--- config.mk ---
export PLATFORM = sky130hd
export DESIGN_NAME = controlUnit
export DESIGN_NICKNAME = d
export VERILOG_FILES = /design/src/verilog/isaPkg.sv /design/src/verilog/ctrlPkg.sv /design/src/verilog/instrDecoder.sv /design/src/verilog/controlSequencer.sv /design/src/verilog/controlEncoder.sv /design/src/verilog/controlUnit.sv
export VERILOG_INCLUDE_DIRS = /design/src /design/src/verilog
export SDC_FILE = /design/constraint.sdc
export NUM_CORES = 1
export LEC_CHECK = 0
export BUFFER_PORTS_ARGS = -buffer_cell sky130_fd_sc_hd__buf_2
export CAP_MARGIN = 5
export CORE_MARGIN = 2
export CORE_UTILIZATION = 52
export DETAILED_ROUTE_END_ITERATION = 7
export HOLD_SLACK_MARGIN = 0.1
export PLACE_DENSITY = 0.9
export SLEW_MARGIN = 30
export SYNTH_ARGS = -nofsm -noshare
export SYNTH_HDL_FRONTEND = slang
export SYNTH_HIERARCHICAL = 1
export SYNTH_SLANG_ARGS = --single-unit
--- constraint.sdc ---
create_clock -name clk -period 2.4 [get_ports clk]
set_input_delay 0.24 -clock clk [delete_from_list [all_inputs] [get_ports clk]]
set_output_delay 0.24 -clock clk [all_outputs]
set_load 0.05 [all_outputs]
--- src/verilog/cpu_config.svh ---
`ifndef CPU_CONFIG_SVH
`define CPU_CONFIG_SVH

// Instruction fields
`define OPCODE_W 6
`define FUNCT_W 6

// ALU operation selector
`define ALU_OP_W 3

// Datapath mux selects
`define REG_DST_W 3
`define MEM_TO_REG_W 4
`define IORD_W 3
`define PC_SRC_W 2
`define ALU_SRC_B_W 2

`endif

--- src/verilog/isaPkg.sv ---
`default_nettype none

`include "cpu_config.svh"

package isaPkg;

  typedef enum logic [`OPCODE_W-1:0] {
    opRType = 6'b000000,
    opJ     = 6'b000010,
    opJal   = 6'b000011,
    opAddi  = 6'b001000,
    opAddiu = 6'b001001,
    opSlti  = 6'b001010,
    opLui   = 6'b001111,
    opSw    = 6'b101011
  } opcode_e;

  // Only meaningful when opcode is opRType
  typedef enum logic [`FUNCT_W-1:0] {
    fnXchg = 6'b000101,
    fnJr   = 6'b001000,
    fnMfhi = 6'b010000,
    fnMflo = 6'b010010,
    fnAdd  = 6'b100000,
    fnSub  = 6'b100010,
    fnAnd  = 6'b100100,
    fnSlt  = 6'b101010
  } funct_e;

  typedef enum logic [4:0] {
    ikAdd,
    ikSub,
    ikAnd,
    ikSlt,
    ikJr,
    ikMfhi,
    ikMflo,
    ikXchg,
    ikAddi,
    ikAddiu,
    ikSlti,
    ikLui,
    ikSw,
    ikJ,
    ikJal,
    ikInvalid
  } instrKind_e;

endpackage

`default_nettype wire

--- src/verilog/ctrlPkg.sv ---
`default_nettype none

`include "cpu_config.svh"

package ctrlPkg;

  typedef enum logic [4:0] {
    stReset,
    stFetch0,
    stFetch1,
    stFetch2,
    stDecode,
    stAdd,
    stSub,
    stAnd,
    stSlt,
    stJr,
    stMfhi,
    stMflo,
    stXchg,
    stXchg2,
    stAddi,
    stAddiu,
    stSlti,
    stLui,
    stSw,
    stJ,
    stJal,
    stException
  } ctrlState_e;

  typedef enum logic [`ALU_OP_W-1:0] {
    aluPass = 3'b000,
    aluAdd  = 3'b001,
    aluSub  = 3'b010,
    aluAnd  = 3'b011,
    aluSlt  = 3'b111
  } aluOp_e;

  typedef enum logic [`PC_SRC_W-1:0] {
    pcAluResult  = 2'b00,
    pcJumpTarget = 2'b01,
    pcRegA       = 2'b10,
    pcExcVector  = 2'b11
  } pcSource_e;

  typedef enum logic [`MEM_TO_REG_W-1:0] {
    wbAlu      = 4'b0000,
    wbHi       = 4'b0010,
    wbLo       = 4'b0011,
    wbRegB     = 4'b0111,
    wbLui      = 4'b1000,
    wbRegA     = 4'b1001,
    wbLessThan = 4'b1010
  } memToReg_e;

  typedef enum logic [`REG_DST_W-1:0] {
    dstRt = 3'b000,
    dstRd = 3'b001,
    dstRa = 3'b010,
    dstRs = 3'b100
  } regDst_e;

  typedef enum logic [`ALU_SRC_B_W-1:0] {
    srcBReg  = 2'b00,
    srcBFour = 2'b01,
    srcBImm  = 2'b10
  } aluSrcB_e;

  typedef enum logic [`IORD_W-1:0] {
    addrPc  = 3'b011,
    addrAlu = 3'b100
  } iorD_e;

endpackage

`default_nettype wire

--- src/verilog/instrDecoder.sv ---
`default_nettype none

module instrDecoder import isaPkg::*; (
  input  opcode_e    opcode,
  input  funct_e     funct,
  output instrKind_e kind
);

  always_comb begin
    kind = ikInvalid;
    case (opcode)
      opRType: begin
        // R-type is resolved through funct
        case (funct)
          fnAdd:   kind = ikAdd;
          fnSub:   kind = ikSub;
          fnAnd:   kind = ikAnd;
          fnSlt:   kind = ikSlt;
          fnJr:    kind = ikJr;
          fnMfhi:  kind = ikMfhi;
          fnMflo:  kind = ikMflo;
          fnXchg:  kind = ikXchg;
          default: kind = ikInvalid;
        endcase
      end
      opAddi:  kind = ikAddi;
      opAddiu: kind = ikAddiu;
      opSlti:  kind = ikSlti;
      opLui:   kind = ikLui;
      opSw:    kind = ikSw;
      opJ:     kind = ikJ;
      opJal:   kind = ikJal;
      default: kind = ikInvalid;
    endcase
  end

endmodule

`default_nettype wire

--- src/verilog/controlSequencer.sv ---
`default_nettype none

module controlSequencer import isaPkg::*, ctrlPkg::*; (
  input  logic       clk,
  input  logic       reset,
  input  instrKind_e kind,
  input  logic       overflow,
  output ctrlState_e state
);

  ctrlState_e nextState;

  always_ff @(posedge clk) begin
    if (reset) begin
      state <= stReset;
    end else begin
      state <= nextState;
    end
  end

  always_comb begin
    nextState = stFetch0;
    case (state)
      stReset:  nextState = stFetch0;
      stFetch0: nextState = stFetch1;
      stFetch1: nextState = stFetch2;
      stFetch2: nextState = stDecode;
      stDecode: begin
        case (kind)
          ikAdd:   nextState = stAdd;
          ikSub:   nextState = stSub;
          ikAnd:   nextState = stAnd;
          ikSlt:   nextState = stSlt;
          ikJr:    nextState = stJr;
          ikMfhi:  nextState = stMfhi;
          ikMflo:  nextState = stMflo;
          ikXchg:  nextState = stXchg;
          ikAddi:  nextState = stAddi;
          ikAddiu: nextState = stAddiu;
          ikSlti:  nextState = stSlti;
          ikLui:   nextState = stLui;
          ikSw:    nextState = stSw;
          ikJ:     nextState = stJ;
          ikJal:   nextState = stJal;
          default: nextState = stException;
        endcase
      end
      // Signed arithmetic traps on overflow
      stAdd, stSub, stAddi: nextState = overflow ? stException : stFetch0;
      stXchg:      nextState = stXchg2;
      stException: nextState = stFetch0;
      default:     nextState = stFetch0;
    endcase
  end

  // Fetch always completes into decode
  assert property (@(posedge clk) disable iff (reset)
    state == stFetch2 |=> state == stDecode)
    else $error("stFetch2 not followed by stDecode");

  assert property (@(posedge clk) disable iff (reset)
    state == stException |=> state == stFetch0)
    else $error("stException did not return to stFetch0");

endmodule

`default_nettype wire

--- src/verilog/controlEncoder.sv ---
`default_nettype none

module controlEncoder import ctrlPkg::*; (
  input  ctrlState_e state,
  output logic       pcWrite,
  output logic       aWrite,
  output logic       bWrite,
  output logic       epcWrite,
  output logic       irWrite,
  output logic       regWrite,
  output logic       memWrite,
  output aluOp_e     aluOp,
  output logic       aluSrcA,
  output aluSrcB_e   aluSrcB,
  output regDst_e    regDst,
  output memToReg_e  memToReg,
  output iorD_e      iorD,
  output pcSource_e  pcSource
);

  always_comb begin
    pcWrite  = 1'b0;
    aWrite   = 1'b0;
    bWrite   = 1'b0;
    epcWrite = 1'b0;
    irWrite  = 1'b0;
    regWrite = 1'b0;
    memWrite = 1'b0;
    aluOp    = aluPass;
    // aluSrcA low selects PC, high selects register A
    aluSrcA  = 1'b0;
    aluSrcB  = srcBReg;
    regDst   = dstRt;
    memToReg = wbAlu;
    iorD     = addrPc;
    pcSource = pcAluResult;
    case (state)
      stFetch1: begin
        pcWrite = 1'b1;
        aluOp   = aluAdd;
        aluSrcB = srcBFour;
      end
      stFetch2: irWrite = 1'b1;
      stDecode: begin
        aWrite = 1'b1;
        bWrite = 1'b1;
      end
      stAdd, stSub, stAnd, stSlt: begin
        regWrite = 1'b1;
        aluSrcA  = 1'b1;
        regDst   = dstRd;
        case (state)
          stAdd:   aluOp = aluAdd;
          stSub:   aluOp = aluSub;
          stAnd:   aluOp = aluAnd;
          default: aluOp = aluSlt;
        endcase
        if (state == stSlt) begin
          memToReg = wbLessThan;
        end
      end
      stAddi, stAddiu, stSlti: begin
        regWrite = 1'b1;
        aluSrcA  = 1'b1;
        aluSrcB  = srcBImm;
        aluOp    = (state == stSlti) ? aluSlt : aluAdd;
        memToReg = (state == stSlti) ? wbLessThan : wbAlu;
      end
      stJr: begin
        pcWrite  = 1'b1;
        aluSrcA  = 1'b1;
        pcSource = pcRegA;
      end
      stMfhi, stMflo: begin
        regWrite = 1'b1;
        regDst   = dstRd;
        memToReg = (state == stMfhi) ? wbHi : wbLo;
      end
      // Swap rs and rt over two write cycles
      stXchg: begin
        regWrite = 1'b1;
        memToReg = wbRegA;
      end
      stXchg2: begin
        regWrite = 1'b1;
        regDst   = dstRs;
        memToReg = wbRegB;
      end
      stLui: begin
        regWrite = 1'b1;
        memToReg = wbLui;
      end
      stSw: begin
        memWrite = 1'b1;
        aluOp    = aluAdd;
        aluSrcA  = 1'b1;
        aluSrcB  = srcBImm;
        iorD     = addrAlu;
      end
      stJ: begin
        pcWrite  = 1'b1;
        pcSource = pcJumpTarget;
      end
      // Link value is the already incremented PC
      stJal: begin
        pcWrite  = 1'b1;
        regWrite = 1'b1;
        regDst   = dstRa;
        pcSource = pcJumpTarget;
      end
      // EPC takes PC minus 4, the faulting instruction
      stException: begin
        epcWrite = 1'b1;
        pcWrite  = 1'b1;
        aluOp    = aluSub;
        aluSrcB  = srcBFour;
        pcSource = pcExcVector;
      end
      default: begin
        pcWrite = 1'b0;
      end
    endcase
    assert (!(regWrite && memWrite))
      else $error("regWrite and memWrite both high in state %s", state.name());
  end

endmodule

`default_nettype wire

--- src/verilog/controlUnit.sv ---
`default_nettype none

module controlUnit import isaPkg::*, ctrlPkg::*; (
  input  logic      clk,
  input  logic      reset,
  input  opcode_e   opcode,
  input  funct_e    funct,
  input  logic      overflow,
  output logic      pcWrite,
  output logic      aWrite,
  output logic      bWrite,
  output logic      epcWrite,
  output logic      irWrite,
  output logic      regWrite,
  output logic      memWrite,
  output aluOp_e    aluOp,
  output logic      aluSrcA,
  output aluSrcB_e  aluSrcB,
  output regDst_e   regDst,
  output memToReg_e memToReg,
  output iorD_e     iorD,
  output pcSource_e pcSource
);

  instrKind_e kind;
  ctrlState_e state;

  instrDecoder i_decoder (
    .opcode (opcode),
    .funct  (funct),
    .kind   (kind)
  );

  controlSequencer i_sequencer (
    .clk      (clk),
    .reset    (reset),
    .kind     (kind),
    .overflow (overflow),
    .state    (state)
  );

  controlEncoder i_encoder (
    .state    (state),
    .pcWrite  (pcWrite),
    .aWrite   (aWrite),
    .bWrite   (bWrite),
    .epcWrite (epcWrite),
    .irWrite  (irWrite),
    .regWrite (regWrite),
    .memWrite (memWrite),
    .aluOp    (aluOp),
    .aluSrcA  (aluSrcA),
    .aluSrcB  (aluSrcB),
    .regDst   (regDst),
    .memToReg (memToReg),
    .iorD     (iorD),
    .pcSource (pcSource)
  );

endmodule

`default_nettype wire

==> flow_metrics.env <==
export IMPL_seq_area_frac_synth_pct=7.75
export IMPL_synth_flop_cell="dfxtp_1"
export IMPL_tightest_slew_ns=0.587
export IMPL_crit_path_start_kind="register"
export IMPL_clk_pin_slew_worst_paths_ns=0.04
export IMPL_cts_made_buffers=3
export IMPL_die_area_sq_mm=0.00290
export IMPL_drc=0
export IMPL_synth_area_per_cell_sq_um=7.30
export IMPL_fin_nets=229
export IMPL_timing_final_max_slew_violations=0
export IMPL_core_area_sq_mm=0.00241
export IMPL_num_vias=1426
export IMPL_period_share_pct=92.9
export IMPL_drtAntennaViolNets=0
export IMPL_die_y_um=53.8
export IMPL_outcome="complete, no violations"
export IMPL_syn_area_sq_mm=0.00129
export IMPL_power_frac_clock_pct=10.9
export IMPL_layout_common_cells="buf_2, nor2_1, inv_1, buf_4"
export IMPL_area_growth_pct=15.5
export IMPL_p_total_mw=0.897
export IMPL_synthCells=177
export IMPL_start_util_pct=53.6
export IMPL_num_fill_cells=223
export IMPL_avgRoutedWirePerCell_um=12.6
export IMPL_combPwrFrac_pct=72.0
export IMPL_crit_required_ns=2.16
export IMPL_worstPathMaxFanout=14
export IMPL_clk_path_buf_depth=2
export IMPL_top_regs="i_sequencer/state (5)"
export IMPL_max_slew_margin_rel_pct=60.8
export IMPL_whs_ns=0.180
export IMPL_power_density_mw_per_mm2=601
export IMPL_portBuffers=39
export IMPL_switching_share_pct=56.4
export IMPL_critPathArrivalTime_ns=1.99
export IMPL_grt_pass1_wl_um=4830
export IMPL_pin_count=40
export IMPL_grt_setup_unrepaired="false"
export IMPL_multi_input_comb_area_sq_mm=0.00103
export IMPL_grt_max_degree=23
export IMPL_finalSetupViolCount=0
export IMPL_yosysWarnings=6
export IMPL_final_area_sq_mm=0.00149
export IMPL_hold_viol=0
export IMPL_syn_nets=196
export IMPL_p_leak_nw=0.642
export IMPL_cts_root_buffer="clkbuf_4"
export IMPL_dpl_hpwl_um=2350
export IMPL_grt_pass1_vias=1138
export IMPL_regArea_sq_um=100
export IMPL_stdcell_count=239
export IMPL_skew_ns=0.000198
export IMPL_crit_type="register to output pin"
export IMPL_routabilityCongestion=0.852
export IMPL_dp_cells=235
export IMPL_globalRouteOverflowTotal=0
export IMPL_cts_hold_buffers=0
export IMPL_drive_above_1_share_pct=32.5
export IMPL_hold_class="input port to register"
export IMPL_power_switching_mw=0.505
export IMPL_placed_area_sq_mm=0.00147
export IMPL_ir_worst_vdd_v=0.000552
export IMPL_critPathCaptureType="output pin"
export IMPL_power_internal_mw=0.391
export IMPL_grt_total_usage_pct=22.0
export IMPL_worstSkewPairLatency_ns=0.24
export IMPL_die_w_um=53.8
export IMPL_drt_pre_antenna_iters=4
export IMPL_largest_register_ff_count=5
export IMPL_cts_sinks=5
export IMPL_routed_via_density=5.97
export IMPL_final_period_minus_worst_setup_slack_ns=2.23
export IMPL_async_flop_share_pct=0
export IMPL_cts_setup_buffers=0
export IMPL_wl_um=3020
export IMPL_htree_levels=1
export IMPL_drv_cap=0
export IMPL_cts_tree="done"
export IMPL_layout_commonest_cell="buf_2"
export IMPL_ys_types=65
export IMPL_fmax_ghz=0.449
export IMPL_grt_antenna_before_repair=0
export IMPL_tns_ns=0
export IMPL_ys_seq_elements=5
export IMPL_antennaDiodeCount=0
export IMPL_detail_route_iter0_violations=28
export IMPL_top_register="i_sequencer/state"
export IMPL_placementRows=18
export IMPL_synth_edf_count=0
export IMPL_cts_resized=0
export IMPL_seq_power_share_pct=17.1
## routing by layer
layer	track usage [%]	part of all wire [%]	wire, um	vias to the layer above
li1	-	-	-	720
met1	28.6	48	1460	659
met2	37.0	46	1400	43
met3	3.61	4.6	140	4
met4	5.98	0.89	27	0
met5	0	0	0	-
## cells in the mapped netlist, types with 2 or more instances
master,number,area (sq um)
a211o_1,2,17.5
o21bai_1,3,22.5
o2111ai_1,2,17.5
nand2b_1,5,31.3
nor3_1,6,30.0
nand2_1,6,22.5
xor2_1,2,17.5
inv_2,3,11.3
o31ai_1,2,15.0
inv_1,9,33.8
xnor2_1,4,35.0
buf_2,7,35.0
buf_6,4,45.0
nor2_1,15,56.3
dfxtp_1,5,100
nand3b_1,2,15.0
a21oi_1,6,30.0
a32oi_1,3,26.3
nand3_1,5,25.0
o21ai_1,2,10.0
a31oi_1,6,37.5
o311ai_1,2,17.5
nor4_1,5,31.3
a211oi_1,2,15.0
and3_1,4,25.0
o22ai_1,2,12.5
buf_4,7,52.6
a21o_1,2,15.0
ha_1,4,50.1
o21ai_0,7,35.0
nor2b_1,7,43.8
or3_1,2,12.5
a221oi_2,2,30.0
## through the flow
| step | utilization [%] | setup slack [ns] |
|---|---|---|
| after detailed placement | 60.8 | 0.0672 |
| after global routing | 61.9 | 0.0168 |
| after floorplan | - | 0.0916 |
| after CTS | 61.9 | 0.184 |
| final | 61.9 | 0.171 |
| after global placement | 60.8 | 0.123 |
## area by class of cell
cell class / instances / area share [%]
flip-flops and latches: 5 / 6.71
well taps: 30 / 2.52
clock buffers: 4 / 1.76
multi-input cells: 141 / 68.9
repair buffers: 47 / 17.1
inverters: 12 / 3.02
## critical path, cell delays in order, from the launching register on
cell and delay, ns:
dfxtp_1 0.69, nor2b_1 0.44, a31oi_1 0.14, o32ai_1 0.16, buf_2 0.32
## power by group through the flow
stage | clock [mW] | sequential (mW) | combinational, mW
floorplan | 0 | 0.121 | 0.564
global placement | 0 | 0.151 | 0.628
detailed placement | 0 | 0.153 | 0.642
CTS | 0.102 | 0.151 | 0.644
global route | 0.105 | 0.157 | 0.701
finish | 0.0978 | 0.153 | 0.646
## path summary, 6_finish.rpt
path / start / depth (start not counted) / endpoint / slack, ns
worst min register to register: i_sequencer/state[4]$_SDFF_PP0_ / 3 / i_sequencer/state[4]$_SDFF_PP0_ / 0.72
worst max-delay path: i_sequencer/state[3]$_SDFF_PP0_ / 4 / memToReg[1] / 0.17
worst min-delay path: reset / 2 / i_sequencer/state[0]$_SDFF_PP0_ / 0.18
worst max register to register: i_sequencer/state[2]$_SDFF_PP0_ / 5 / i_sequencer/state[0]$_SDFF_PP0_ / 0.62
## cells by family (layout without fill, tap and decap cells)
group	after synthesis	after routing	synth area share [%]
fa+ha+maj	4	4	3.88
simple gates	73	73	35.6
other cells	1	1	0.290
compound gates	55	55	32.8
flops	5	5	7.75
mux	2	2	1.65
buf+inv	31	63	14.0
xor+xnor	6	6	4.07
No activity file was read; power rests on OpenSTA's default activity.
